--- config.mk ---
export PLATFORM = sky130hd
export DESIGN_NAME = vdp_dp_ram
export DESIGN_NICKNAME = d
export VERILOG_FILES = /design/src/hdl/vdp_dp_ram.sv
export SDC_FILE = /design/constraint.sdc
export NUM_CORES = 2
export LEC_CHECK = 0
export BUFFER_PORTS_ARGS = -buffer_cell sky130_fd_sc_hd__buf_2
export CORE_AREA = 2 2 570 572
export CTS_BUF_LIST = sky130_fd_sc_hd__clkbuf_8 sky130_fd_sc_hd__clkbuf_16
export DETAILED_ROUTE_END_ITERATION = 8
export DIE_AREA = 0 0 572 574
export PLACE_DENSITY = 0.57
export REMOVE_ABC_BUFFERS = 1
export SLEW_MARGIN = 20
export SYNTH_ARGS = -nofsm -noshare
export SYNTH_HDL_FRONTEND = slang
export SYNTH_SLANG_ARGS = --single-unit
--- constraint.sdc ---
create_clock -name clk -period 3 [get_ports clk]
set_input_delay 0.6 -clock clk [delete_from_list [all_inputs] [get_ports clk]]
set_output_delay 0.6 -clock clk [all_outputs]
set_load 0.005 [all_outputs]
--- src/hdl/vdp_dp_ram.sv ---
`timescale 1ns/1ps
`default_nettype none

module vdp_dp_ram #(
  parameter type word_t = logic [7:0],
  parameter int depth = 256,
  localparam int aw = $clog2(depth)
) (
  input  logic          clk,
  input  logic [aw-1:0] a_addr,   // CPU side, read/write
  input  logic          a_we,
  input  word_t         a_wdata,
  output word_t         a_rdata,
  input  logic [aw-1:0] b_addr,   // Display side, read only
  output word_t         b_rdata
);

  word_t mem [depth];

  // Port A, read returns old contents on a write
  always_ff @(posedge clk) begin
    if (a_we) mem[a_addr] <= a_wdata;
    a_rdata <= mem[a_addr];
  end

  // Port B
  always_ff @(posedge clk) begin
    b_rdata <= mem[b_addr];
  end

endmodule : vdp_dp_ram

`default_nettype wire

==> summary.txt <==
Route
  • Initial drt markers: 8717
  • Vias/cell: 5.66
  • Total Routed Length: 350000 microns
  • Average wire per standard cell: 33.6 microns
  • DRT met1 WL: 136000 microns
  • # DRC: 0
  • DRT antenna net count: 0
  • Top layer in use: met5
  • Via count: 58.9k
  • Wire length on met3: 34500 microns
  • Routed met2 length: 163000 microns
  • Drt first pass iters: 6

STA
  • Final Max Slew Viols: 0
  • Rel. slew slack: 27.5%
  • Fin crit period: 3040 ps
  • Fin worst setup slack: -44.1 ps
  • RSZ-0062 raised after global routing: no
  • Final Cycle Share: 101%
  • Fmax achieved: 0.329 GHz
  • Post-route setup TNS: -60.0 ps
  • Final setup skew: 62.3 ps
  • Final Hold Viols: 0
  • Slew at the pin with the worst max-slew slack: 1080 ps
  • Setup Viol. Count Final: 2

Power and ir drop
  • Sw frac: 24.0%
  • LEAKAGE: 39.1 nW
  • Pint: 50.0 mW
  • Seq pwr share: 48.5%
  • Switch Pwr: 15.8 mW
  • Clk pwr share: 41.5%
  • VDD IR max: 495 uV
  • Power per Cell Area: 557 nW/um^2
  • Tot Pwr: 65.8 mW
  • Combinational share of power: 10.0%

Setup path
  • CP Capture Type: flop
  • Crit-path max FO: 15
  • CP peak stage delay: 610 ps
  • Slowest-stage cell, CP: mux4_2
  • Crit-path cells: buf_8, buf_12, buf_12, mux4_2, mux2i_1, nor2_1, or4_1, nor4_2, nand3_1
  • Worst Setup Start Kind: primary input
  • CP arrival: 3800 ps
  • Critical path required time: 3760 ps
  • Reg2reg start: mem[239][2]
  • Most frequent CP cell: buf_12
  • CP startpoint: a_addr[0]
  • Setup Crit Path Kind: in -> reg

CTS
  • H-tree depth: 4
  • CTS Buf Count: 218
  • Post-CTS Setup Inserts: 0
  • Clk root buf: clkbuf_16
  • Reg clk slew, reported paths: 70 ps
  • Longest Clk Path Bufs: 3
  • Number of sinks on the clock net: 2064
  • CTS tree: done
  • Worst-Skew Late Latency: 900 ps

Floorplan
  • Width of the die: 572 microns
  • Io pins: 42
  • Row Count: 209
  • Die area: 328000 sq um
  • Initial core utilization: 29.8%
  • DIE HEIGHT: 574 microns
  • Placeable core area: 323000 sq um

Place
  • Port Buf Inserts: 41
  • GP Congestion: 1.01
  • HPWL after DPL: 252000 microns
  • Placement Setup Slack: -1340 ps

GRT
  • Total grt overflow: 0
  • Vias in the first global route: 59.1k
  • Largest net degree at the start of global routing: 114
  • First-pass GRT wire length: 482000 microns
  • GR Util All Layers: 21.0%
  • Initial antenna violation count: 28

Worst hold path
  • Hold Path Origin: a_wdata[0]
  • Worst min path class: in -> reg

Yosys
  • Post-synth cell types: 57
  • Mapped Area: 96200 sq um
  • Share of the synthesized area in the top cell type: 63.9%
  • Syn Area/Cell: 20.0 sq um
  • Largest area contributor in the netlist: edfxtp_1
  • Syn. warnings: 0
  • Post-synthesis async set-or-reset flop share: 0%
  • Post-Synthesis Cells: 4820
  • Post-synth EDFFs: 2048
  • Seq/Total Area, Yosys: 64.3%
  • Yosys reg bits: 2064
  • Synth area leaders: edfxtp_1 64%, mux4_2 24%, mux2i_1 3.3%
  • Predominant post-synthesis flop cell: edfxtp_1

Cells and area
  • Filler Cell Count: 29.7k
  • Share of cells above drive strength 1: 44.0%
  • FF+latch area: 61800 sq um
  • Area of the multi-input gates: 32500 sq um
  • Most common cell after layout, fill and taps aside: edfxtp_1
  • Synth-to-layout area growth: 22.9%
  • Nets: 5907
  • Commonest non-fill, non-tap cells in the layout: 2048 x edfxtp_1, 1047 x buf_4, 1041 x mux4_2

Status
  • Failing checks: setup timing
  • Status: complete, but fails checks

Job
  • Max_cap viols: 0
[per-stage QoR]
stage / instances / utilization (%) / instance area, sq um / hold slack, ps
floorplan: 4420 / - / 94200 / 699
global placement: 9986 / 34.4 / 111000 / 929
detailed placement: 9986 / 34.4 / 111000 / 971
CTS: 10394 / 36.6 / 118000 / 120
global route: 10401 / 36.6 / 118000 / 147
finish: 10409 / 36.6 / 118000 / 172
[registers in the layout (all words and copies together), names as in the netlist]
signal   count
a_rdata      8
mem       2048
b_rdata      8
[power groups by stage]
| stage | clock, mW | combinational, mW | sequential (mW) |
|---|---|---|---|
| 6_report | 27.3 | 6.59 | 31.9 |
| 5_1_grt | 28.8 | 6.76 | 31.9 |
| 4_1_cts | 27.7 | 6.51 | 31.9 |
| 3_5_place_dp | 0 | 6.49 | 32.5 |
| 3_3_place_gp | 0 | 6.46 | 32.5 |
| 2_1_floorplan | 0 | 2.23 | 32.4 |
[layout make-up]
cell class	instances	share of cell area, %
Antenna cell	15	0.0317
Inverter	8	0.0317
Tap cell	4325	4.58
Clock buffer	234	4.81
Clock inverter	174	1.29
Sequential cell	2064	52.3
Multi-Input combinational cell	2348	27.5
Timing Repair Buffer	1241	9.52
[final timing paths]
kind / to / slack, ps / cells past startpoint
min: mem[98][0] / 170 / 1
max: a_rdata[2] / -40 / 9
max reg2reg: a_rdata[2] / 40 / 6
min reg2reg: a_rdata[5] / 1010 / 5
[Yosys cell counts, types with 33 or more instances]
library cell,count
edfxtp_1,2048
mux4_2,1041
mux2i_1,320
nor2_1,263
clkbuf_1,143
buf_2,112
nand2_1,103
o221ai_1,91
o22ai_1,85
buf_1,66
a21oi_1,61
nor3_1,57
buf_4,53
a22oi_1,45
nand3_1,39
nor4_1,33
[logic make-up (layout without fill, tap and decap cells)]
| logic type | Yosys count | after routing | synth area share [%] |
|---|---|---|---|
| DFF | 2064 | 2064 | 64.3 |
| buffers and inverters | 408 | 1657 | 2.15 |
| and+or+nand+nor | 590 | 590 | 2.83 |
| other | 0 | 15 | 0 |
| muxes | 1383 | 1383 | 28.0 |
| AOI/OAI and AO/OA | 375 | 375 | 2.81 |
[worst max-delay path, delay by kind of cell]
family | cells | cell delay, ps
and+or+nand+nor | 4 | 1440
muxes | 2 | 1010
buffers and inverters | 3 | 680
[routing by layer]
layer	GRT usage (%)	vias to the layer above
li1	-	23130
met1	28.2	31675
met2	33.0	3479
met3	4.62	620
met4	8.73	8
met5	0	-
[timing repair]
item / in CTS / in global routing
gates resized for setup: 4 / 2
setup endpoints to repair: 3 / 2
hold buffers: 0 / 0
(Power assumes the default switching activity.)
