--- config.mk ---
export PLATFORM = sky130hd
export DESIGN_NAME = vdp_cpu_port
export DESIGN_NICKNAME = d
export VERILOG_FILES = /design/src/hdl/vdp_pkg.sv /design/src/hdl/vdp_cpu_port.sv
export SDC_FILE = /design/constraint.sdc
export NUM_CORES = 1
export LEC_CHECK = 0
export ABC_AREA = 1
export BUFFER_PORTS_ARGS = -buffer_cell sky130_fd_sc_hd__clkbuf_2
export CAP_MARGIN = 10
export CORE_ASPECT_RATIO = 0.7
export CORE_MARGIN = 4
export CORE_UTILIZATION = 51
export CTS_CLUSTER_SIZE = 10
export DETAILED_ROUTE_END_ITERATION = 12
export PLACE_DENSITY = 0.8
export SLEW_MARGIN = 0
export SYNTH_ARGS = -nofsm -noshare
export SYNTH_HDL_FRONTEND = slang
export SYNTH_SLANG_ARGS = --single-unit
--- constraint.sdc ---
create_clock -name clk -period 2.3 [get_ports clk]
set_clock_uncertainty 0.1 [all_clocks]
set_input_delay 0.46 -clock clk [delete_from_list [all_inputs] [get_ports clk]]
set_output_delay 0.46 -clock clk [all_outputs]
set_load 0.02 [all_outputs]
--- src/hdl/vdp_pkg.sv ---
`default_nettype none

package vdp_pkg;

  // --------------------
  // Memory word and address types
  typedef logic [13:0] vram_addr_t;  // 16 KB VRAM
  typedef logic [7:0]  vram_byte_t;
  typedef logic [4:0]  cram_addr_t;  // 32 palette entries
  typedef logic [5:0]  color_t;      // {b, g, r}, 2 bits each

  // Raster position, rows run past 511 so both need 10 bits
  typedef logic [9:0] col_t;
  typedef logic [9:0] row_t;

  // Opcode in bits 7:6 of the second control byte
  typedef enum logic [1:0] {
    op_vram_read  = 2'd0,
    op_vram_write = 2'd1,
    op_reg_write  = 2'd2,
    op_cram_write = 2'd3
  } cmd_op_t;

  // --------------------
  // 640x480 raster, 25 MHz style timing
  localparam col_t h_total      = 10'd800;
  localparam col_t h_active     = 10'd640;
  localparam col_t h_sync_start = 10'd656;
  localparam col_t h_sync_end   = 10'd752;
  localparam row_t v_total      = 10'd525;
  localparam row_t v_active     = 10'd480;
  localparam row_t v_sync_start = 10'd490;
  localparam row_t v_sync_end   = 10'd492;

  // 256x192 picture doubled, centered in the raster
  localparam col_t act_col_start = 10'd64;
  localparam col_t act_cols      = 10'd512;
  localparam row_t act_row_start = 10'd48;
  localparam row_t act_rows      = 10'd384;

  localparam vram_addr_t name_table_base = 14'h3800;
  localparam cram_addr_t backdrop_base   = 5'd16;   // Sprite half of CRAM

  localparam int pipe_depth = 3;  // Raster position to pixel out
  localparam logic [7:0] default_ctrl_port = 8'hBF;

endpackage : vdp_pkg

`default_nettype wire

--- src/hdl/vdp_cpu_port.sv ---
`timescale 1ns/1ps
`default_nettype none

module vdp_cpu_port #(
  parameter logic [7:0] ctrl_port = vdp_pkg::default_ctrl_port
) (
  input  logic                clk,
  input  logic                rst_L,
  input  logic                iorq_l,
  input  logic                rd_l,
  input  logic                wr_l,
  input  logic [7:0]          bus_addr,
  input  logic [7:0]          bus_din,
  output logic [7:0]          bus_dout,
  output logic                bus_oe,
  output vdp_pkg::vram_addr_t vram_addr,
  output logic                vram_we,
  output vdp_pkg::vram_byte_t vram_wdata,
  input  vdp_pkg::vram_byte_t vram_rdata,
  output vdp_pkg::cram_addr_t cram_addr,
  output logic                cram_we,
  output vdp_pkg::color_t     cram_wdata,
  output logic                disp_en,    // Reg 1 bit 6
  output logic [3:0]          backdrop    // Reg 7 low nibble
);

  import vdp_pkg::*;

  typedef enum logic {
    seq_low,   // Waiting for first control byte
    seq_high   // Waiting for opcode byte
  } seq_t;

  seq_t       seq;
  cmd_op_t    op, new_op;
  vram_addr_t addr;         // Shared VRAM/CRAM address counter
  vram_byte_t low_byte;
  vram_byte_t rd_buf;       // Read-ahead buffer
  logic       idle;         // Strobe decoder ready
  logic       rd_active;    // Data read in progress
  logic       strobe, acc, is_ctrl, is_wr;
  logic       acc_ctrl_wr, acc_data_wr, acc_data_rd;
  logic       fetch_pend, fetch_go, fetch_dly;

  // --------------------
  // Strobe decoder
  assign strobe  = !iorq_l && (!rd_l || !wr_l);
  assign acc     = strobe && idle && !fetch_pend;  // One access per strobe
  assign is_ctrl = (bus_addr == ctrl_port);        // Any other port is data
  assign is_wr   = !wr_l;

  assign acc_ctrl_wr = acc && is_ctrl && is_wr;
  assign acc_data_wr = acc && !is_ctrl && is_wr;
  assign acc_data_rd = acc && !is_ctrl && !is_wr;  // Control reads do nothing

  always_ff @(posedge clk, negedge rst_L) begin
    if (!rst_L) begin
      idle      <= 1'b1;
      rd_active <= 1'b0;
    end else if (acc) begin
      idle      <= 1'b0;
      rd_active <= !is_ctrl && !is_wr;
    end else if (iorq_l) begin   // Strobe gone, rearm
      idle      <= 1'b1;
      rd_active <= 1'b0;
    end
  end

  assign bus_oe   = rd_active && !iorq_l;
  assign bus_dout = rd_buf;

  // --------------------
  // Command FSM and address counter
  assign new_op   = cmd_op_t'(bus_din[7:6]);
  assign fetch_go = idle && fetch_pend;   // Prefetch waits for the bus to go quiet

  always_ff @(posedge clk, negedge rst_L) begin
    if (!rst_L) begin
      seq        <= seq_low;
      op         <= op_vram_read;
      addr       <= '0;
      fetch_pend <= 1'b0;
      fetch_dly  <= 1'b0;
      disp_en    <= 1'b0;
      backdrop   <= 4'd0;
    end else begin
      fetch_dly <= fetch_go;   // RAM data valid next cycle
      if (fetch_go) begin
        fetch_pend <= 1'b0;
        addr       <= addr + 1'b1;   // Post-increment after fetch
      end
      if (acc_ctrl_wr) begin
        if (seq == seq_low) begin
          seq <= seq_high;
        end else begin
          seq  <= seq_low;   // Pair complete
          op   <= new_op;
          addr <= {bus_din[5:0], low_byte};
          if (new_op == op_reg_write) begin
            case (bus_din[3:0])
              4'd1:    disp_en  <= low_byte[6];
              4'd7:    backdrop <= low_byte[3:0];
              default: ;   // Other registers not kept
            endcase
          end
          if (new_op == op_vram_read) fetch_pend <= 1'b1;
        end
      end
      if (acc_data_wr) addr <= addr + 1'b1;
      if (acc_data_rd) fetch_pend <= 1'b1;   // Refill after the strobe ends
    end
  end

  // Low byte and read buffer
  always_ff @(posedge clk) begin
    if (acc_ctrl_wr && (seq == seq_low)) low_byte <= bus_din;
    if (fetch_dly)                       rd_buf   <= vram_rdata;
  end

  // --------------------
  // Memory port A
  assign vram_addr  = addr;
  assign vram_we    = acc_data_wr && (op == op_vram_write);
  assign vram_wdata = bus_din;
  assign cram_addr  = addr[4:0];
  assign cram_we    = acc_data_wr && (op == op_cram_write);
  assign cram_wdata = bus_din[5:0];   // 6-bit color

endmodule : vdp_cpu_port

`default_nettype wire

==> metrics.md <==
| Metric | Value |
|---|---|
| Die area | 0.00611 sq mm |
| Pleak | 1.54 nW |
| Worst path bufs/invs | 2 |
| Final setup viols | 0 |
| Via count | between 2000 and 2500 |
| Cell taking the most area after synthesis | dfrtp_1 |
| Vias in the first global route | 2085 |
| Gr ovfl total | 0 |
| Core ar. | between 0.004 and 0.005 sq mm |
| Critical Path Sink Type | output port |
| Largest net degree at the start of global routing | 27 |
| Area share of the largest cell type after synthesis | 25.0% |
| Worst-Skew Late Latency | 0.30 ns |
| CP Class | flip-flop to output port |
| Critical path fanouts, max | 5 |
| Gr usage total | 20.2% |
| TritonRoute pass-1 iters | 4 |
| RSZ-0062 raised after global routing | no |
| Final cell count without fillers | 450 |
| P&R area growth vs syn | 18.0% |
| Ys async rst share | 61.9% |
| Setup TNS | 0 ns |
| Placer congestion estimate | 0.876 |
| Cts bufs inserted | 5 |
| Most common library cells after synthesis | nand2_1, nand3_1, inv_1, dfrtp_1, buf_4 |
| Worst vdd rail ir drop | slightly above 400 uV |
| CTS tree | yes |
| ANT nets after route | 0 |
| Post-synthesis instance area | 0.00250 sq mm |
| Post-CTS setup buffers | 0 |
| Slowest cell on crit path | dfstp_2 |
| Core Rows | 21 |
| Clk slew on worst S/H paths | approximately 0.080 ns |
| Vias per std cell | 4.97 |
| Ratio of cells with drive above 1 in the final layout | roughly 29% |
| Antenna violations before repair | 0 |
| Required time of the critical path | roughly 1.7 ns |
| Synthesis Warnings | 0 |
| Total Nets Final | 410 |
| Synth top area cells | dfrtp_1, edfxtp_1, nand2_1 |
| Max Cap Viol | 0 |
| Critical Path, Cell by Cell | nand4_4 > nor2_4 > nand2_4 > inv_2 > nand2_2 > nor2_2 > clkbuf_2 |
| Fin. max-slew vios | 0 |
| Fraction of the yosys area taken by sequential cells | 45.2% |
| Worst path max stage delay | 0.57 ns |
| Diodes inserted | 0 |
| Clock root cell | clkbuf_8 |
| H-tree levels | 2 |
| Port Buffers | 77 |
| Post-Route WL | around 5800 microns |
| Clk buf depth | 2 |
| Post-Syn Instances | 315 |
| Startpoint types | flip-flop |
| Worst Path Arrival | 1.62 ns |
| Fmax | 459 MHz |
| Routed len/inst | 12.8 microns |
| Status | completed |
| Dpl hpwl | 4400 microns |
| CP delay by family, top | flip-flops |
| Die Wd | 91.7 microns |
| Synth Net Count | 345 |
| EDFF count, synth | 16 |
| Pwr per Cell Area | 914 mW/mm^2 |
| Clock period minus worst slack | ~2.2 ns |
| IO Pins | 78 |
| Final period util | 94.7% |
| Starting Density | 52.6% |
| Ys flop type | dfrtp_1 |
| Worst-Margin Slew | 0.677 ns |
| Inst Count DP | 442 |
| Initial DRC Count | 135 |
| Worst slew margin | between 50% and 60% |
| Synth cell types | 32 |
| Number of synthesized register bits | 42 |
| Most frequent cell after synthesis | nand2_1 |
| DRC Markers | 0 |
| Clock Sinks | 42 |
| Die height | 66.6 microns |
| Hold Path Class | primary input to async pin |
| First-pass GRT wire length | about 9600 microns |
| Hold Fails Final Rpt | 0 |
| Avg Inst Size Synth | ~7.9 sq um |
-- worst paths after layout --
check | endpoint | cells past startpoint | startpoint | slack [ns]
worst min-delay path | vram_addr[13] | 1 | rst_L | 0.08
max in group asynchronous | op[1] | 1 | rst_L | 1.58
worst max register to register | vram_addr[5] | 7 | idle | 0.57
min in group clk | bus_dout[3] | 1 | vram_rdata[3] | 0.23
worst min register to register | backdrop[0] | 2 | backdrop[0] | 0.38
worst max-delay path | vram_we | 7 | idle | 0.12
-- final cells by class --
cell class,instances,area (sq um)
fillers,432,1800
flip-flops and latches,42,1130
multi-input cells,214,1060
repair buffers,84,438
inverters,33,129
well taps,69,86.3
clock buffers,6,72.6
clock inverters,2,37.5
-- per-layer routing --
metal / wire length, microns / up-vias / track usage, %
li1: - / 1125 / -
met1: 2720 / 1005 / 27.3
met2: 2490 / 101 / 32.7
met3: 493 / 7 / 4.06
met4: 63 / 0 / 6.67
met5: 0 / - / 0
-- registers in the layout (all words and copies together), names as in the netlist, 2 cells and up --
register / flops
vram_addr: 14
backdrop: 4
bus_dout: 8
low_byte: 8
op: 2
-- report_power, final --
group	total, mW	switching, mW	internal (mW)
Combinational	1.02	0.663	0.353
Sequential	1.10	0.191	0.906
Clock	0.589	0.265	0.324
-- logic make-up (layout without fill, tap and decap cells) --
family / count (synthesis) / count (layout) / synth area share (%)
AOI/OAI and AO/OA: 15 / 15 / 3.50
xor gates and xnor gates: 6 / 6 / 2.10
adders and majority gates: 1 / 1 / 0.500
buffers and inverters: 59 / 125 / 12.7
DFF: 42 / 42 / 45.2
muxes: 2 / 2 / 0.800
and+or+nand+nor: 190 / 190 / 35.2
-- layout by cell type (no fill, tap or decap), types with 5 or more instances in the layout --
cell	count
buf_4	7
clkbuf_2	77
clkbuf_8	5
dfrtp_1	25
edfxtp_1	16
inv_1	30
nand2_1	106
nand3_1	38
nand3b_1	5
nand4_1	7
nor2_1	18
o21ai_0	8
xor2_1	6
-- worst register-to-register path, stage by stage (launching register included) --
cell and delay, ns:
dfstp_2 0.57, nand4_4 0.17, nor2_1 0.21, nand2_1 0.27, nand2_1 0.15, inv_1 0.04
nor2_1 0.07, nor2_1 0.05
-- timing repair --
item / in CTS / in global routing
gates resized for setup: 0 / 1
endpoints found under the setup margin: 0 / 1
hold buffers: 0 / 0
-- stage by stage --
step | power (mW) | hold WS, ns | area, sq um | utilization, % | worst slack (ns)
5_1_grt | 2.89 | 0.131 | 2950 | 62.1 | 0.0340
2_1_floorplan | 1.86 | 0.0644 | 2500 | - | 0.322
6_report | 2.70 | 0.0782 | 2950 | 62.1 | 0.122
4_1_cts | 2.71 | 0.107 | 2950 | 62.0 | 0.0662
3_5_place_dp | 2.12 | 0.365 | 2840 | 59.7 | 0.307
3_3_place_gp | 2.10 | 0.355 | 2840 | 59.7 | 0.330
Note: power is estimated with default switching activity, not from simulation.
