[config.mk]
export PLATFORM = sky130hd
export DESIGN_NAME = vdp_pixel_pipe
export DESIGN_NICKNAME = d
export VERILOG_FILES = /design/src/hdl/vdp_pkg.sv /design/src/hdl/vdp_pixel_pipe.sv
export SDC_FILE = /design/constraint.sdc
export NUM_CORES = 1
export LEC_CHECK = 0
export ABC_CLOCK_PERIOD_IN_PS = 1600
export BUFFER_PORTS_ARGS = -buffer_cell sky130_fd_sc_hd__buf_2
export CORE_ASPECT_RATIO = 0.75
export CORE_UTILIZATION = 30
export DETAILED_ROUTE_END_ITERATION = 12
export PLACE_DENSITY = 0.67
export SLEW_MARGIN = 10
export SYNTH_ARGS = -nofsm -noshare
export SYNTH_HDL_FRONTEND = slang
export SYNTH_SLANG_ARGS = --single-unit
[constraint.sdc]
create_clock -name clk -period 1.6 [get_ports clk]
set_input_delay 0.24 -clock clk [delete_from_list [all_inputs] [get_ports clk]]
set_output_delay 0.24 -clock clk [all_outputs]
set_load 0.1 [all_outputs]
[src/hdl/vdp_pkg.sv]
`default_nettype none

package vdp_pkg;

  // --------------------
  // Memory word and address types
  typedef logic [13:0] vram_addr_t;  // 16 KB VRAM
  typedef logic [7:0]  vram_byte_t;
  typedef logic [4:0]  cram_addr_t;  // 32 palette entries
  typedef logic [5:0]  color_t;      // {b, g, r}, 2 bits each

  // Raster position, rows run past 511 so both need 10 bits
  typedef logic [9:0] col_t;
  typedef logic [9:0] row_t;

  // Opcode in bits 7:6 of the second control byte
  typedef enum logic [1:0] {
    op_vram_read  = 2'd0,
    op_vram_write = 2'd1,
    op_reg_write  = 2'd2,
    op_cram_write = 2'd3
  } cmd_op_t;

  // --------------------
  // 640x480 raster, 25 MHz style timing
  localparam col_t h_total      = 10'd800;
  localparam col_t h_active     = 10'd640;
  localparam col_t h_sync_start = 10'd656;
  localparam col_t h_sync_end   = 10'd752;
  localparam row_t v_total      = 10'd525;
  localparam row_t v_active     = 10'd480;
  localparam row_t v_sync_start = 10'd490;
  localparam row_t v_sync_end   = 10'd492;

  // 256x192 picture doubled, centered in the raster
  localparam col_t act_col_start = 10'd64;
  localparam col_t act_cols      = 10'd512;
  localparam row_t act_row_start = 10'd48;
  localparam row_t act_rows      = 10'd384;

  localparam vram_addr_t name_table_base = 14'h3800;
  localparam cram_addr_t backdrop_base   = 5'd16;   // Sprite half of CRAM

  localparam int pipe_depth = 3;  // Raster position to pixel out
  localparam logic [7:0] default_ctrl_port = 8'hBF;

endpackage : vdp_pkg

`default_nettype wire

[src/hdl/vdp_pixel_pipe.sv]
`timescale 1ns/1ps
`default_nettype none

module vdp_pixel_pipe (
  input  logic                clk,
  input  logic                rst_L,
  input  vdp_pkg::col_t       col,
  input  vdp_pkg::row_t       row,
  input  logic                h_sync,
  input  logic                v_sync,
  input  logic                disp_en,
  input  logic [3:0]          backdrop,
  output vdp_pkg::vram_addr_t vram_addr,
  input  vdp_pkg::vram_byte_t vram_rdata,
  output vdp_pkg::cram_addr_t cram_addr,
  input  vdp_pkg::color_t     cram_rdata,
  output logic                vga_hs,
  output logic                vga_vs,
  output logic [3:0]          vga_r,
  output logic [3:0]          vga_g,
  output logic [3:0]          vga_b
);

  import vdp_pkg::*;

  col_t act_c;                        // Column inside the picture
  row_t act_r;
  logic active0, vis0;
  logic act1, vis1, act2, vis2, vis3; // Flags per stage
  logic show;
  logic [pipe_depth-1:0] hs_dly, vs_dly;

  // 2 bits to 4 by replication, 0/5/10/15
  function automatic logic [3:0] expand(input logic [1:0] c);
    return {c, c};
  endfunction

  // --------------------
  // Stage 1, name table address
  assign act_c   = col - act_col_start;
  assign act_r   = row - act_row_start;
  assign active0 = (col >= act_col_start) && (col < act_col_start + act_cols) &&
                   (row >= act_row_start) && (row < act_row_start + act_rows);
  assign vis0    = (col < h_active) && (row < v_active);

  always_ff @(posedge clk) begin
    // 16x16 screen pixels per cell, 32 cells per row
    vram_addr <= name_table_base + vram_addr_t'({act_r[8:4], act_c[8:4]});
  end

  always_ff @(posedge clk, negedge rst_L) begin
    if (!rst_L) begin
      act1   <= 1'b0;
      vis1   <= 1'b0;
      act2   <= 1'b0;
      vis2   <= 1'b0;
      vis3   <= 1'b0;
      hs_dly <= '1;   // Syncs idle high
      vs_dly <= '1;
    end else begin
      act1   <= active0;
      vis1   <= vis0;
      act2   <= act1;   // Name byte arrives with stage 2
      vis2   <= vis1;
      vis3   <= vis2;
      hs_dly <= {hs_dly[pipe_depth-2:0], h_sync};
      vs_dly <= {vs_dly[pipe_depth-2:0], v_sync};
    end
  end

  // --------------------
  // Stage 2, palette index, border falls back to the backdrop
  assign cram_addr = act2 ? {1'b0, vram_rdata[3:0]}
                          : backdrop_base + {1'b0, backdrop};

  // Stage 3, color out, blanked outside 640x480
  assign show  = disp_en && vis3;
  assign vga_r = show ? expand(cram_rdata[1:0]) : 4'd0;
  assign vga_g = show ? expand(cram_rdata[3:2]) : 4'd0;
  assign vga_b = show ? expand(cram_rdata[5:4]) : 4'd0;

  assign vga_hs = hs_dly[pipe_depth-1];
  assign vga_vs = vs_dly[pipe_depth-1];

endmodule : vdp_pixel_pipe

`default_nettype wire

==> results_dict.tcl, run 1 <==
set metrics [dict create \
    final.min_clock_period_ps 1504 \
    gr-total-overflow 0 \
    status "finished clean" \
    drt-total-wl_microns 1580 \
    avgSynthCellArea_sq_um 12.17 \
    synth_compound_area_frac 0.05663 \
    yosysSeqAreaShare 0.5753 \
    antenna_found_initial 0 \
    root_buffer "clkbuf_8" \
    dp.cells 160 \
    synthAdderAreaFrac 0.04471 \
    drt_pre_antenna_iters 4 \
    die_h_microns 47.82 \
    ant_nets 0 \
    cp_slowest_stage_delay_ps 420 \
    synth-xor-area-share 0.03130 \
    core_area_sq_mm 0.002623 \
    crit_buf_inv 1 \
    fmax_mhz 665.0 \
    synthCells 69 \
    finalSetupTns_ps 0 \
    rsz0062_at_grt "no" \
    crit_type "flop to primary output" \
    crit_slowest_cell "buf_2" \
    start_kind "flop" \
    power_density_mw_per_mm2 1163 \
    end_kind "primary output" \
    layout-drive-gt1-share 0.6667 \
    syn-cell-area_sq_um 839.6 \
    leakage_nw 0.6754 \
    fin_cells 165 \
    hold_path_class "input pin to flop" \
    ioPinCount 76 \
    num_antenna_cells 0 \
    clkTransAtPathRegs_ps 70 \
    cts_buffers 3 \
    htreeDepth 1 \
    cts_tree "yes" \
    via_count 683 \
    drt-initial-drc-count 4 \
    cts_max_path_buffers 2 \
    synthMuxAreaShare 0.05365 \
    grt_usage 0.1154 \
    place.gp.congestion 0.6455 \
    drv_cap 0 \
    setup_violations 0 \
    postCtsSetupBuffers 0 \
    grt_first_pass_wirelength_microns 2615 \
    port_buffers 63 \
    via_per_inst 4.139 \
    syn_to_final_growth_pct 49.48 \
    critPathArrivalTime_ps 1260 \
    hpwl_microns 1351 \
    drc 0 \
    hold_viol 0 \
    finalCritPeriodShare 0.9398 \
    synth_top_family_by_area "simple AND/OR/NAND/NOR gates" \
    ys_ff_latch 21 \
    grt_max_degree 12 \
    skew_ps 4.083 \
    yosysWarnings 0 \
    nNetsFinal 176 \
    crit_required_ps 1360 \
    clock_latency_ps 250 \
    initial_core_util 0.3201 \
    die_w_microns 63.09 \
    critPathTopFamily "buffers and inverters" \
    grt_pass1_vias 614 \
    cts_sinks 21 \
    cp_max_fo 6 \
    std_cell_rows 16 \
    synth_cell_type_count 25 \
    die_area_sq_mm 0.003016 \
    yosys.area_share.simple 0.1177 \
    path_cells "and3_2, buf_2" \
    slew_viol_final 0 \
    wl_per_cell_microns 9.576 \
    ir_drop_uv 643.5 \
]
==> kinds of logic (layout without fill, tap and decap cells) <==
kind of cell	count (synthesis)	after routing
xor gates and xnor gates	3	3
buffers and inverters	15	73
muxes	4	4
and+or+nand+nor	15	15
DFF	21	21
other	2	4
adders and majority gates	3	3
AOI/OAI and AO/OA	6	6
==> cell type report <==
type                       instances  area (sq um)
multi-input combinational         35         277.8
tap                               36         45.04
clock buffer                       4         45.04
sequential                        21         483.0
timing repair buffer              64         385.4
fill                             245          1368
inverter                           5         18.77
==> per-layer routing <==
layer | wire length [microns] | GRT usage | vias to the layer above
met2 | 767 | 0.2129 | 44
met3 | 183 | 0.04524 | 0
met4 | 0 | 0.02791 | 0
met5 | 0 | 0 | -
li1 | - | - | 336
met1 | 629 | 0.1305 | 303
==> registers in the layout (all words and copies together) (netlist names) <==
name / flops
act2: 1
vram_addr: 10
vis1: 1
act1: 1
vs_dly: 3
vis2: 1
vis3: 1
hs_dly: 3
==> layout by cell type (no fill, tap or decap), drive strengths merged, types with 2 or more instances in the layout <==
cell type	n
xor2	2
nand2	3
buf	63
inv	5
dfstp	6
clkbuf	4
dfxtp	10
dfrtp	5
conb	4
ha	3
and3	6
mux2	4
==> cells in the mapped netlist <==
library cell	n	area (sq um)
a2111oi_2	1	15.01
a211oi_1	1	7.510
a21oi_1	1	5.000
and3_1	6	37.54
buf_4	10	75.07
conb_1	2	7.510
dfrtp_1	5	125.1
dfstp_2	6	157.7
dfxtp_1	10	200.2
ha_1	3	37.54
inv_1	5	18.77
mux2_2	4	45.04
nand2_1	2	7.510
nand2_2	1	6.260
nand2b_1	1	6.260
nand4_1	1	6.260
nor2_1	1	3.750
nor3_1	1	5.000
nor4b_2	1	15.01
o211ai_1	1	7.510
o21ai_0	1	5.000
o31ai_1	1	7.510
or4_4	1	11.26
xnor2_1	1	8.760
xor2_1	2	17.52
==> power by group <==
group | switching [mW] | leakage, nW | internal, mW
sequential | 0.0116 | 0.212 | 0.570
clock | 0.154 | 0.0228 | 0.177
combinational | 0.432 | 0.441 | 0.116
total | 0.598 | 0.675 | 0.862
==> final timing paths <==
path / startpoint / endpoint / slack [ps] / cells past startpoint
max in group asynchronous: rst_L / hs_dly[2]$_DFF_PN1_ / 970 / 2
setup reg to reg: hs_dly[0]$_DFF_PN1_ / hs_dly[1]$_DFF_PN1_ / 1030 / 0
hold reg to reg: vis2$_DFF_PN0_ / vis3$_DFF_PN0_ / 350 / 0
hold / removal: h_sync / hs_dly[0]$_DFF_PN1_ / 90 / 1
min in group asynchronous: rst_L / act1$_DFF_PN0_ / 370 / 2
setup / recovery: vis3$_DFF_PN0_ / vga_r[3] / 100 / 2
==> repair_timing <==
item                                    4_1_cts  5_1_grt
hold buffers                                  1        0
hold endpoints to repair                      5        0
gates resized for setup                       0        0
endpoints found under the setup margin        0        0
==> stage by stage <==
step | setup slack, ps | hold slack (ps) | util | power [mW] | area (sq um)
finish | 96.29 | 86.66 | 0.4785 | 1.460 | 1255
global route | 20.47 | 73.77 | 0.4785 | 1.522 | 1255
CTS | 77.70 | 81.69 | 0.4785 | 1.480 | 1255
detailed placement | 242.3 | 117.6 | 0.4575 | 1.142 | 1200
global placement | 256.3 | 111.3 | 0.4575 | 1.136 | 1200
floorplan | 111.5 | -55.59 | - | 1.019 | 854.6
No activity file was read; power rests on OpenSTA's default activity.
==> run 2: changes to the inputs <==
Settings changed: ABC_CLOCK_PERIOD_IN_PS 1600 to 1500, CAP_MARGIN set to 20.
Clock period 1.6 ns to 1.5 ns, I/O delays scaled along.
==> results_dict.tcl, run 2 (synthesis results as in run 1) <==
set metrics [dict create \
    die_w_microns 63.09 \
    layout_commonest_cell "buf_2" \
    final.min_clock_period_ps 1437 \
    drc 0 \
    dp.cells 160 \
    regMostFlops "vram_addr" \
    crit_required_ps 1270 \
    dp_slack_ps 162.7 \
    die_h_microns 47.82 \
    finalCritPeriodShare 0.9578 \
    ant_nets 0 \
    leakage_nw 0.7122 \
    clkTransAtPathRegs_ps 70 \
    ir_drop_uv 564.8 \
    nNetsFinal 176 \
    whs_ps 71.23 \
    fmax_mhz 696.0 \
    ioPinCount 76 \
    slew_viol_final 0 \
    finalSetupTns_ps 0 \
    via_per_inst 4.218 \
    cts_tree "yes" \
    layout_setup_ws_ps 63.27 \
    final_cell_mix "buf_2, buf_12, dfxtp_1" \
    hpwl_microns 1564 \
    clock_latency_ps 250 \
    fin_cells 165 \
    syn_to_final_growth_pct 71.24 \
    root_buffer "clkbuf_8" \
    cp_max_fo 5 \
    setup_violations 0 \
    largest_reg_flops 10 \
    skew_ps 4.201 \
    cts_buffers 3 \
    grt_usage 0.1233 \
    drt_pre_antenna_iters 2 \
    grt_pass1_vias 655 \
    place.gp.congestion 0.7285 \
    grt_max_degree 13 \
    end_kind "primary output" \
    htreeDepth 1 \
    status "finished clean" \
    gr-total-overflow 0 \
    layout-drive-gt1-share 0.6822 \
    crit_type "flop to primary output" \
    rsz0062_at_grt "no" \
    core_area_sq_mm 0.002623 \
    cts_sinks 21 \
    initial_core_util 0.3201 \
    start_kind "flop" \
    top_regs "vram_addr x10, hs_dly x3, vs_dly x3" \
    via_count 696 \
    drt-initial-drc-count 8 \
    wl_per_cell_microns 10.67 \
    num_antenna_cells 0 \
    power_density_mw_per_mm2 1108 \
    drt-total-wl_microns 1761 \
    postCtsSetupBuffers 0 \
    cts_max_path_buffers 2 \
    grt_first_pass_wirelength_microns 2753 \
    antenna_found_initial 0 \
    port_buffers 63 \
    drv_cap 0 \
    die_area_sq_mm 0.003016 \
    critPathArrivalTime_ps 1210 \
    hold_viol 0 \
    std_cell_rows 16 \
    hold_path_class "input pin to flop" \
]
[run 2: changes by cell type in the layout (fill, tap and decap cells not counted), sizes merged]
cell,delta
clkbuf,-1
clkinv,+1
[run 2: final cells by class]
cell class              count  area, sq um
inverters                   5        18.77
fillers                   245         1185
clock inverters             1        5.005
well taps                  36        45.04
flip-flops and latches     21        484.2
repair buffers             64        565.5
multi-input cells          35        277.8
clock buffers               3        41.29
[run 2: worst paths after layout]
| kind | startpoint | endpoint | slack, ps | depth (start not counted) |
|---|---|---|---|---|
| hold / removal | v_sync | vs_dly[0]$_DFF_PN1_ | 70 | 1 |
| min in group asynchronous | rst_L | vis3$_DFF_PN0_ | 360 | 2 |
| setup reg to reg | vs_dly[1]$_DFF_PN1_ | vs_dly[2]$_DFF_PN1_ | 930 | 0 |
| hold reg to reg | vis1$_DFF_PN0_ | vis2$_DFF_PN0_ | 350 | 0 |
| setup / recovery | act2$_DFF_PN0_ | cram_addr[3] | 60 | 2 |
| max in group asynchronous | rst_L | hs_dly[1]$_DFF_PN1_ | 890 | 2 |
[run 2: timing repair]
| item | 4_1_cts | 5_1_grt |
|---|---|---|
| endpoints found under the setup margin | 0 | 4 |
| hold endpoints to repair | 5 | 0 |
| resized for setup | 0 | 1 |
| hold buffers | 1 | 0 |
[run 2: stage by stage]
| step | instance area [sq um] | power (mW) | utilization |
|---|---|---|---|
| 3_3_place_gp | 1380 | 1.251 | 0.5262 |
| 6_report | 1438 | 1.593 | 0.5482 |
| 4_1_cts | 1436 | 1.615 | 0.5477 |
| 5_1_grt | 1438 | 1.661 | 0.5482 |
| 3_5_place_dp | 1380 | 1.261 | 0.5262 |
| 2_1_floorplan | 854.6 | 1.087 | - |
[run 2: power by group]
group	leakage, nW	switching (mW)	total, mW	internal (mW)
logic	0.476	0.469	0.625	0.156
clock network	0.0255	0.162	0.346	0.184
registers	0.210	0.0133	0.622	0.609
[run 2: metal layers]
layer  wire (microns)  GRT usage
met5                0          0
met4                0    0.04186
met2              909     0.2559
met3              202    0.05000
met1              650     0.1153
[run 2: worst max-delay path, cell delays in order (launching register included)]
cell and delay, ps:
dfrtp_2 410, mux2_2 380, buf_12 170
