File: src/hdl/vdp_pkg.sv
`default_nettype none

package vdp_pkg;

  // --------------------
  // Memory word and address types
  typedef logic [13:0] vram_addr_t;  // 16 KB VRAM
  typedef logic [7:0]  vram_byte_t;
  typedef logic [4:0]  cram_addr_t;  // 32 palette entries
  typedef logic [5:0]  color_t;      // {b, g, r}, 2 bits each

  // Raster position, rows run past 511 so both need 10 bits
  typedef logic [9:0] col_t;
  typedef logic [9:0] row_t;

  // Opcode in bits 7:6 of the second control byte
  typedef enum logic [1:0] {
    op_vram_read  = 2'd0,
    op_vram_write = 2'd1,
    op_reg_write  = 2'd2,
    op_cram_write = 2'd3
  } cmd_op_t;

  // --------------------
  // 640x480 raster, 25 MHz style timing
  localparam col_t h_total      = 10'd800;
  localparam col_t h_active     = 10'd640;
  localparam col_t h_sync_start = 10'd656;
  localparam col_t h_sync_end   = 10'd752;
  localparam row_t v_total      = 10'd525;
  localparam row_t v_active     = 10'd480;
  localparam row_t v_sync_start = 10'd490;
  localparam row_t v_sync_end   = 10'd492;

  // 256x192 picture doubled, centered in the raster
  localparam col_t act_col_start = 10'd64;
  localparam col_t act_cols      = 10'd512;
  localparam row_t act_row_start = 10'd48;
  localparam row_t act_rows      = 10'd384;

  localparam vram_addr_t name_table_base = 14'h3800;
  localparam cram_addr_t backdrop_base   = 5'd16;   // Sprite half of CRAM

  localparam int pipe_depth = 3;  // Raster position to pixel out
  localparam logic [7:0] default_ctrl_port = 8'hBF;

endpackage : vdp_pkg

`default_nettype wire

File: src/hdl/vdp_raster.sv
`timescale 1ns/1ps
`default_nettype none

module vdp_raster (
  input  logic          clk,
  input  logic          rst_L,
  output vdp_pkg::col_t col,
  output vdp_pkg::row_t row,
  output logic          h_sync,   // Active low
  output logic          v_sync    // Active low
);

  import vdp_pkg::*;

  // --------------------
  // Column and row counters
  always_ff @(posedge clk, negedge rst_L) begin
    if (!rst_L) begin
      col <= '0;
      row <= '0;
    end else if (col == col_t'(h_total - 1)) begin
      col <= '0;
      if (row == row_t'(v_total - 1)) row <= '0;  // End of frame
      else                           row <= row + 1'b1;
    end else begin
      col <= col + 1'b1;
    end
  end

  // Sync pulses straight off the counters
  assign h_sync = !((col >= h_sync_start) && (col < h_sync_end));
  assign v_sync = !((row >= v_sync_start) && (row < v_sync_end));

endmodule : vdp_raster

`default_nettype wire

File: config.mk
export PLATFORM = sky130hd
export DESIGN_NAME = vdp_raster
export DESIGN_NICKNAME = d
export VERILOG_FILES = /design/src/hdl/vdp_pkg.sv /design/src/hdl/vdp_raster.sv
export SDC_FILE = /design/constraint.sdc
export NUM_CORES = 1
export LEC_CHECK = 0
export CAP_MARGIN = 20
export CORE_MARGIN = 3
export CORE_UTILIZATION = 54
export DETAILED_ROUTE_END_ITERATION = 10
export DONT_BUFFER_PORTS = 1
export GPL_ROUTABILITY_DRIVEN = 0
export PLACE_DENSITY = 0.72
export SYNTH_ARGS = -nofsm -noshare
export SYNTH_HDL_FRONTEND = slang
export SYNTH_SLANG_ARGS = --single-unit
File: constraint.sdc
create_clock -name clk -period 1.65 [get_ports clk]
set_input_delay 0.165 -clock clk [delete_from_list [all_inputs] [get_ports clk]]
set_output_delay 0.165 -clock clk [all_outputs]
set_load 0.01 [all_outputs]
==> results.md, run 1 <==
- Mapped cell area: 1060 µm²
- CTS max path bufs: 2
- Chip height: 50.30 µm
- Final Hold Violating Endpoints: 0
- LEAKAGE: 0.6966 nW
- # H-tree levels: 1
- Hold WC Path Type: primary input to asynchronous set/reset pin
- Reg-to-Reg Start: col[5]
- Pwr Total: 907.1 µW
- Synth Area in Adders: 0.05903
- Congestion Overflow GR: 0
- Outcome: finished, violations left
- Crit-path cells: or4b_4 > or3_4 > nor4_4 > a21o_1
- Clk_skew: 0.005610 ns
- Clk root buf: clkbuf_4
- Crit Path Class: flip-flop to flip-flop
- Most area-consuming cells after synthesis: dfrtp_1, ha_1, xor2_1
- IO Port Bufs: 0
- Post-synthesis mux area share: 0.02007
- Count of flip-flops with a built-in enable after synthesis: 0
- Final setup viols: 10
- Largest net degree at the start of global routing: 21
- Synthesis-to-finish area growth: 33.65%
- Syn Nets: 107
- WP data arrival: 2.06 ns
- Row count: 15
- Critical Path Stages: 4
- Compound-Gate Fraction of Synth Area: 0.06848
- R2r setup slk: -0.16 ns
- Fin cells: 157
- Ratio of final minimum period to clock period: 1.095
- Final-stage net count: 140
- CP startpoint: col[5]
- Dpl cells: 151
- Ports: 24
- Leading area contributor after synthesis: dfrtp_1
- Average wire per standard cell: 16.31 µm
- RSZ-0062 raised after global routing: true
- Placeable Area: 1783 µm²
- # clock sinks: 20
- Inserted Clock Buffers: 3
- Worst path top cell family by delay: simple AND/OR/NAND/NOR gates
- Total number of vias: 890
- Largest family of logic cells by synthesized area: simple AND/OR/NAND/NOR gates
- Sequential cell area fraction in the yosys report: 0.4723
- Slew Limit Headroom: 0.3952
- Vias in the first global route: 946
- Ant. Diodes: 0
- PD cells: 640.5 nW/µm²
- Final min period: 1.808 ns
- Post-synthesis register bit count: 20
- Starting DRT DRC Count: 10
- Remaining antenna violation count after routing: 0
- Max Clock Freq: 0.5532 GHz
- Req. time, crit path: 1.90 ns
- Max stage delay cell, worst path: or4b_4
- Synth cell types: 34
- Post-DP HPWL: 1.747 mm
- Xor/xnor share of the synthesized area: 0.09091
- Antenna violations before repair: 0
- Top-area cell type share of the netlist area: 0.4723
- Final core occ: 0.7944
- Final max-slew violation count: 0
- Final wirelength: 2.560 mm
- Synth Warn #: 0
- RR Endpoint: row[9]
- Share of cells above drive strength 1: 0.3485
- Worst setup margin: -0.1575 ns
- Simple-gate portion of the synthesized area: 0.2668
- First-pass GRT wire length: 4.588 mm
- Worst Tran Pin Value: 0.9041 ns
- Synth Area per Inst: 10.60 µm²
- Top_reg_cell synth: dfrtp_1
- CP max stage delay: 0.55 ns
- Ys async rst share: 1.000
- Worst Setup EP: row[9]
- Crit path buf inv count: 0
- Peak supply drop: 0.0006054 V
- CTS tree: done
- Max Cap Viol: 0
- Reg2Reg Depth: 4
- Initial Util: 0.5944
- Via/cell ratio: 5.669
- Cells after Synth: 100
- Worst setup EP type: flip-flop
- Critical path peak fanout: 4
- Failing checks: negative setup slack
- Die outline width: 50.30 µm
- GRT Util Overall: 0.2370
- Worst skew pair latency: 0.30 ns
- Setup crit start kind: flip-flop
- Router iterations before antenna repair: 4
- Post-route DRC: 0
- Clk pin slew, worst setup/hold paths: 0.12 ns
- Die ar.: 2530 µm²
## metal layers
layer  routed length (µm)  vias to the layer above  global-route usage
li1                     -                      424                   -
met1                 1158                      438              0.3231
met2                 1253                       22              0.3761
met3                  114                        6             0.05638
met4                   34                        0             0.06726
met5                    0                        -                   0
## cells in the final DEF, fill, tap and decap left out, drive strengths merged, types with 2 or more instances in the layout
master / count
o21ai: 3
and3: 4
xor2: 6
nand2: 5
nand4: 4
nor2: 8
inv: 5
nand2b: 3
nand3: 6
buf: 28
ha: 5
clkbuf: 3
a21oi: 2
nor4b: 2
nor3: 5
and4: 2
dfrtp: 20
xnor2: 5
## worst min path at each step
stage	cells past startpoint	startpoint	slack, ns	end
2_1_floorplan	0	rst_L	-0.13	col[0]
3_3_place_gp	0	rst_L	-0.13	col[8]
3_5_place_dp	0	rst_L	-0.13	col[9]
4_1_cts	1	rst_L	0.44	col[9]
5_1_grt	1	rst_L	0.47	col[9]
6_report	1	rst_L	0.42	col[9]
## per-stage QoR
stage	hold slack (ns)	TNS (ns)	instance area (µm²)	worst slack, ns
floorplan	-0.1306	-0.3969	1074	-0.1152
global placement	-0.1301	-0.1003	1296	-0.05131
detailed placement	-0.1302	-0.3602	1296	-0.1141
CTS	0.4443	-0.6987	1409	-0.1552
global route	0.4717	-1.886	1416	-0.2301
finish	0.4206	-0.7768	1416	-0.1575
## report_power, final
group	internal [mW]	switching, mW
sequential	0.490	0
clock	0.245	0.161
combinational	0.00158	0.00921
## kinds of logic after synthesis
kind of cell / after synthesis
adder cells (fa/ha/maj): 5
multiplexers: 2
flip-flops: 20
XOR/XNOR: 11
buffers and inverters: 6
AO/OA/AOI/OAI: 11
AND/OR/NAND/NOR: 45
## synthesized netlist by cell type (all sizes together) (2+ instances only)
library cell,instances
and4,2
dfrtp,20
and3,4
xor2,6
nand2,5
nand4,4
nor4b,2
nand2b,3
a21oi,2
nor3,5
xnor2,5
ha,5
nand3,6
inv,5
o21ai,3
nor2,8
## cell type report
type	count	area, µm²
well taps	25	31.28
flip-flops and latches	20	501.7
repair buffers	29	227.7
fillers	121	366.6
multi-input cells	74	584.3
clock buffers	3	22.52
inverters	5	18.77
clock inverters	1	30.03
## what timing repair did
action,CTS,global route
resized for setup,8,4
hold buffers,1,0
setup endpoints to repair,11,15
endpoints found under the hold margin,20,0
setup buffers,2,1
pin swaps,5,1
## registers in the layout, summed over array words and instances (netlist names)
register  count
col          10
row          10
No activity file was read; power rests on OpenSTA's default activity.
==> run 2, diff against run 1 <==
CORE_UTILIZATION = 60   (was 54)
PLACE_DENSITY = 0.76   (was 0.72)
clock period = 1.9 ns   (was 1.65 ns; I/O delays follow)
==> results.md, run 2 (synthesis gave the netlist of run 1 again) <==
- Placeable Area: 1577 µm² (-12%)
- Largest regs: col x10, row x10
- GRT Util Overall: 0.2103 (-0.02672)
- Post-CTS setup buffers: 0 (-2)
- Final-stage net count: 123 (-12%)
- Total number of vias: 792 (-11%)
- Ports: 24 (unchanged)
- Final wirelength: 2.129 mm (-17%)
- Most common cell after layout, fill and taps aside: dfrtp_1
- Starting DRT DRC Count: 24 (+14)
- Congestion Overflow GR: 0 (unchanged)
- Initial Util: 0.6722 (+0.07784)
- Hold WC Path Type: primary input to asynchronous set/reset pin
- Peak supply drop: 0.0004847 V (-20%)
- Max Clock Freq: 0.5717 GHz (+3.3%)
- # H-tree levels: 1 (unchanged)
- Final setup viols: 0 (-10)
- Slew Limit Headroom: 0.4183 (+0.02303)
- Worst setup EP type: flip-flop
- Worst Tran Pin Value: 0.8697 ns (-0.03443 ns)
- Post-Route Setup TNS: 0 ns (+0.7768 ns)
- Ant. Diodes: 0 (unchanged)
- CTS tree: done
- Crit path buf inv count: 0 (unchanged)
- Worst path top cell family by delay: simple AND/OR/NAND/NOR gates
- CP max stage delay: 0.57 ns (+0.02 ns)
- Most frequent cells in the layout: dfrtp_1, buf_4, nor2_1, nand3_1, xor2_1
- Clk pin slew, worst setup/hold paths: 0.11 ns (about the same)
- Crit-path cells: or4b_4 > or3_4 > nor4_1 > a21o_1
- Post-route DRC: 0 (unchanged)
- Antenna violations before repair: 0 (unchanged)
- Critical path peak fanout: 4 (unchanged)
- RSZ-0062 raised after global routing: false
- Router iterations before antenna repair: 4 (unchanged)
- First-pass GRT wire length: 3.353 mm (-27%)
- Max Cap Viol: 0 (unchanged)
- Die ar.: 2306 µm² (-8.8%)
- Row count: 14 (-1)
- # clock sinks: 20 (unchanged)
- IO Port Bufs: 0 (unchanged)
- Chip height: 48.03 µm (-4.5%)
- LEAKAGE: 0.5742 nW (-18%)
- Max stage delay cell, worst path: or4b_4
- Share of cells above drive strength 1: 0.1913 (-0.1572)
- Final core occ: 0.7635 (-0.03089)
- Final Hold Violating Endpoints: 0 (unchanged)
- Die outline width: 48.03 µm (-4.5%)
- Outcome: finished clean
- Post-DP HPWL: 1.613 mm (-7.7%)
- Worst skew pair latency: 0.29 ns (about the same)
- Via/cell ratio: 6.046 (+6.7%)
- PD cells: 563.8 nW/µm² (-12%)
- Setup crit start kind: flip-flop
- Clk_skew: 0.005895 ns (+0.0002844 ns)
- CTS max path bufs: 2 (unchanged)
- Crit Path Class: flip-flop to flip-flop
- Final min period: 1.749 ns (-0.05847 ns)
- Ratio of final minimum period to clock period: 0.9205 (-0.1749)
- Clk root buf: clkbuf_4
- Req. time, crit path: 2.14 ns (+0.24 ns)
- Largest net degree at the start of global routing: 21 (unchanged)
- Synthesis-to-finish area growth: 13.58%
- Final max-slew violation count: 0 (unchanged)
- Average wire per standard cell: 16.25 µm (-0.33%)
- Remaining antenna violation count after routing: 0 (unchanged)
- WP data arrival: 1.99 ns (-0.07 ns)
- Vias in the first global route: 724 (-23%)
- Inserted Clock Buffers: 3 (unchanged)
## run 2: timing repair
action                                 CTS  global route
resized for setup                        0             0
hold buffers                             1             0
endpoints found under the hold margin   20             0
## run 2: metal layers
metal | routed length [µm] | GRT usage
met3 | 130 | 0.06767
met4 | 0 | 0.02688
met1 | 971 | 0.3115
met2 | 1027 | 0.3087
met5 | 0 | 0
## run 2: final cells by class
cell class | count | area, µm²
Tap cell | 16 | 20.02
Sequential cell | 20 | 500.5
Timing Repair Buffer | 12 | 92.59
Clock buffer | 4 | 36.28
Multi-Input combinational cell | 74 | 535.5
Fill cell | 104 | 372.9
Inverter | 5 | 18.77
## run 2: final timing paths
check / start / endpoint / slack, ns / cells after the start
worst min-delay path: rst_L / row[7] / 0.44 / 1
max in group asynchronous: rst_L / col[0] / 0.92 / 1
worst max-delay path: col[5] / row[9] / 0.15 / 4
worst min register to register: col[0] / col[0] / 0.58 / 2
min in group clk: col[0] / col[0] / 0.58 / 2
worst max register to register: col[5] / row[9] / 0.15 / 4
## run 2: worst reg2reg max path, stage by stage (launching register included)
cell and delay (ns):
dfrtp_1 0.39, or4b_4 0.57, or3_4 0.37, nor4_1 0.27
a21o_1 0.11
## run 2: per-stage QoR
step / power [mW] / hold WS [ns] / setup WS (ns) / area (µm²) / instances
3_3_place_gp: 0.4338 / -0.1052 / 0.1954 / 1157 / 126
4_1_cts: 0.6871 / 0.4729 / 0.1414 / 1204 / 131
6_report: 0.6786 / 0.4418 / 0.1510 / 1204 / 131
3_5_place_dp: 0.4338 / -0.1051 / 0.1687 / 1157 / 126
2_1_floorplan: 0.4338 / -0.1056 / 0.09759 / 1060 / 100
5_1_grt: 0.7078 / 0.5014 / 0.06209 / 1204 / 131
## run 2: power breakdown
group | switching (mW) | internal [mW] | leakage [nW]
Clock | 0.127 | 0.117 | 0.0210
Combinational | 0.00768 | 0.00138 | 0.288
Sequential | 0 | 0.425 | 0.265
==> run 3, diff against run 2 <==
--- a/config.mk
+++ b/config.mk
@@ -8,9 +8,10 @@
 export CAP_MARGIN = 20
 export CORE_MARGIN = 3
-export CORE_UTILIZATION = 60
+export CORE_UTILIZATION = 64
+export CTS_BUF_LIST = sky130_fd_sc_hd__clkbuf_8
 export DETAILED_ROUTE_END_ITERATION = 10
 export DONT_BUFFER_PORTS = 1
 export GPL_ROUTABILITY_DRIVEN = 0
-export PLACE_DENSITY = 0.76
+export PLACE_DENSITY = 0.8
 export SYNTH_ARGS = -nofsm -noshare
 export SYNTH_HDL_FRONTEND = slang
==> constraint.sdc (replaced) <==
create_clock -name clk -period 2 [get_ports clk]
set_input_delay 0.4 -clock clk [delete_from_list [all_inputs] [get_ports clk]]
set_output_delay 0.4 -clock clk [all_outputs]
set_load 0.01 [all_outputs]
==> results.md, run 3 (synthesis gave the netlist of run 1 again) <==
- WP data arrival: 1.39 ns (-0.60 ns)
- Outcome: finished clean
- Die outline width: 46.69 µm (-2.8%)
- RSZ-0062 raised after global routing: false
- Post-CTS setup buffers: 0 (unchanged)
- Final instance area: 1201 µm² (-0.21%)
- RR Endpoint: row[1]
- Final min period: 1.795 ns
- Final Hold Violating Endpoints: 0 (unchanged)
- Ports: 24 (unchanged)
- Inserted Clock Buffers: 3 (unchanged)
- Worst setup margin: 0.2054 ns (+0.05447 ns)
- Hold path endpoint: col[0]
- Req. time, crit path: 1.60 ns (-0.54 ns)
- Setup crit start kind: flip-flop
- IO Port Bufs: 0 (unchanged)
- CTS resizes: 0 (unchanged)
- Post-placement cell area: 1150 µm² (-0.65%)
- WHS Path Cells: 2
- Ratio of final minimum period to clock period: 0.8973
- Post-Route Setup TNS: 0 ns (unchanged)
- Synthesis-to-finish area growth: 13.34%
- Antenna violations before repair: 0 (unchanged)
- First-pass GRT wire length: 3.408 mm (+1.6%)
- R2r setup slk: 0.22 ns (+0.07 ns)
- Initial Util: 0.6954 (+0.02318)
- LEAKAGE: 0.5693 nW (-0.85%)
- Hold Path Origin: col[0]
- Most frequent cells in the layout: dfrtp_1, buf_4, nor2_1, nand3_1, xor2_1
- Congestion Overflow GR: 0 (unchanged)
- Starting DRT DRC Count: 18 (-25%)
- Vias in the first global route: 779 (+7.6%)
- Reg2Reg Depth: 5 (+1)
- Cts hold-fix bufs: 1 (unchanged)
- Critical path peak fanout: 5 (+1)
- Share of cells above drive strength 1: 0.1770 (-0.01431)
- Ant. Diodes: 0 (unchanged)
- Fillers: 100 (-3.8%)
- Hold WC Path Type: flip-flop to flip-flop
- PD cells: 557.2 nW/µm² (-1.2%)
- Clk root buf: clkbuf_8
- Clk_skew: 0.003939 ns (-0.001955 ns)
- # H-tree levels: 1 (unchanged)
- Final-stage net count: 122 (-0.81%)
- Max Cap Viol: 0 (unchanged)
- Worst Tran Pin Value: 0.8917 ns (+0.02203 ns)
- Slew Limit Headroom: 0.4035 (-0.01474)
- Average wire per standard cell: 16.05 µm (-1.2%)
- Largest net degree at the start of global routing: 21 (unchanged)
- Placeable Area: 1524 µm² (-3.3%)
- Total number of vias: 802 (+1.3%)
- # clock sinks: 20 (unchanged)
- Max Clock Freq: 0.5572 GHz
- Most common cell after layout, fill and taps aside: dfrtp_1
- Final setup viols: 0 (unchanged)
- Final wirelength: 2.071 mm (-2.7%)
- Router iterations before antenna repair: 4 (unchanged)
- Post-DP HPWL: 1.545 mm (-4.2%)
- Place WS: 0.2651 ns (+0.09643 ns)
- Final max-slew violation count: 0 (unchanged)
- Post-route DRC: 0 (unchanged)
- CTS tree: done
- Via/cell ratio: 6.217 (+2.8%)
- Worst skew pair latency: 0.26 ns (-0.03 ns)
- GRT Util Overall: 0.2253 (+0.01502)
- Largest regs: col x10, row x10
- Crit Path Class: flip-flop to primary output
- Reg-to-Reg Start: col[5]
- Worst setup EP type: primary output
- Peak supply drop: 0.0004271 V (-12%)
- Die ar.: 2180 µm² (-5.5%)
- Chip height: 46.69 µm (-2.8%)
- Area occupied by multi-input gates: 535.5 µm² (unchanged)
- Clk pin slew, worst setup/hold paths: 0.07 ns (-0.04 ns)
- CTS max path bufs: 2 (unchanged)
- Remaining antenna violation count after routing: 0 (unchanged)
- Row count: 14 (unchanged)
- Reg area: 500.5 µm² (unchanged)
==> run 3: how the worst max path moves through the flow <==
stage,from,to,cells after the start
after floorplan,col[5],row[9],4
after global placement,col[5],row[9],4
after detailed placement,col[5],row[7],4
after CTS,row[0],v_sync,3
after global routing,row[0],v_sync,3
final,row[0],v_sync,3
==> run 3: worst max-delay path, stage by stage (launching register included) <==
cell and delay (ns):
dfrtp_1 0.47, inv_1 0.15, ha_1 0.22, o2111ai_1 0.30
==> run 3: metrics by stage <==
step	hold slack, ns	cells	power (mW)	utilization
floorplan	0.1044	100	0.4121	-
finish	0.5797	129	0.6692	0.7882
CTS	0.5822	129	0.6773	0.7882
detailed placement	0.1048	125	0.4121	0.7545
global route	0.6159	129	0.6927	0.7882
global placement	0.1048	125	0.4121	0.7545
==> run 3: metal layers <==
| layer | wire length [µm] | up-vias | track usage | part of all wire |
|---|---|---|---|---|
| li1 | - | 393 | - | - |
| met1 | 953 | 376 | 0.2993 | 0.46 |
| met2 | 953 | 28 | 0.3324 | 0.46 |
| met3 | 117 | 5 | 0.05859 | 0.056 |
| met4 | 47 | 0 | 0.1215 | 0.023 |
| met5 | 0 | - | 0 | 0 |
==> run 3: power breakdown <==
group | switching (mW) | internal (mW) | total (mW)
clock network | 0.122 | 0.134 | 0.256
registers | 0 | 0.404 | 0.404
logic | 0.00749 | 0.00131 | 0.00879
total | 0.130 | 0.540 | 0.669
==> run 3: final cells by class <==
class	count	area share
clock buffer	3	0.03438
inverter	5	0.01563
multi-input combinational	74	0.4458
sequential	20	0.4167
tap	16	0.01667
timing repair buffer	11	0.07083
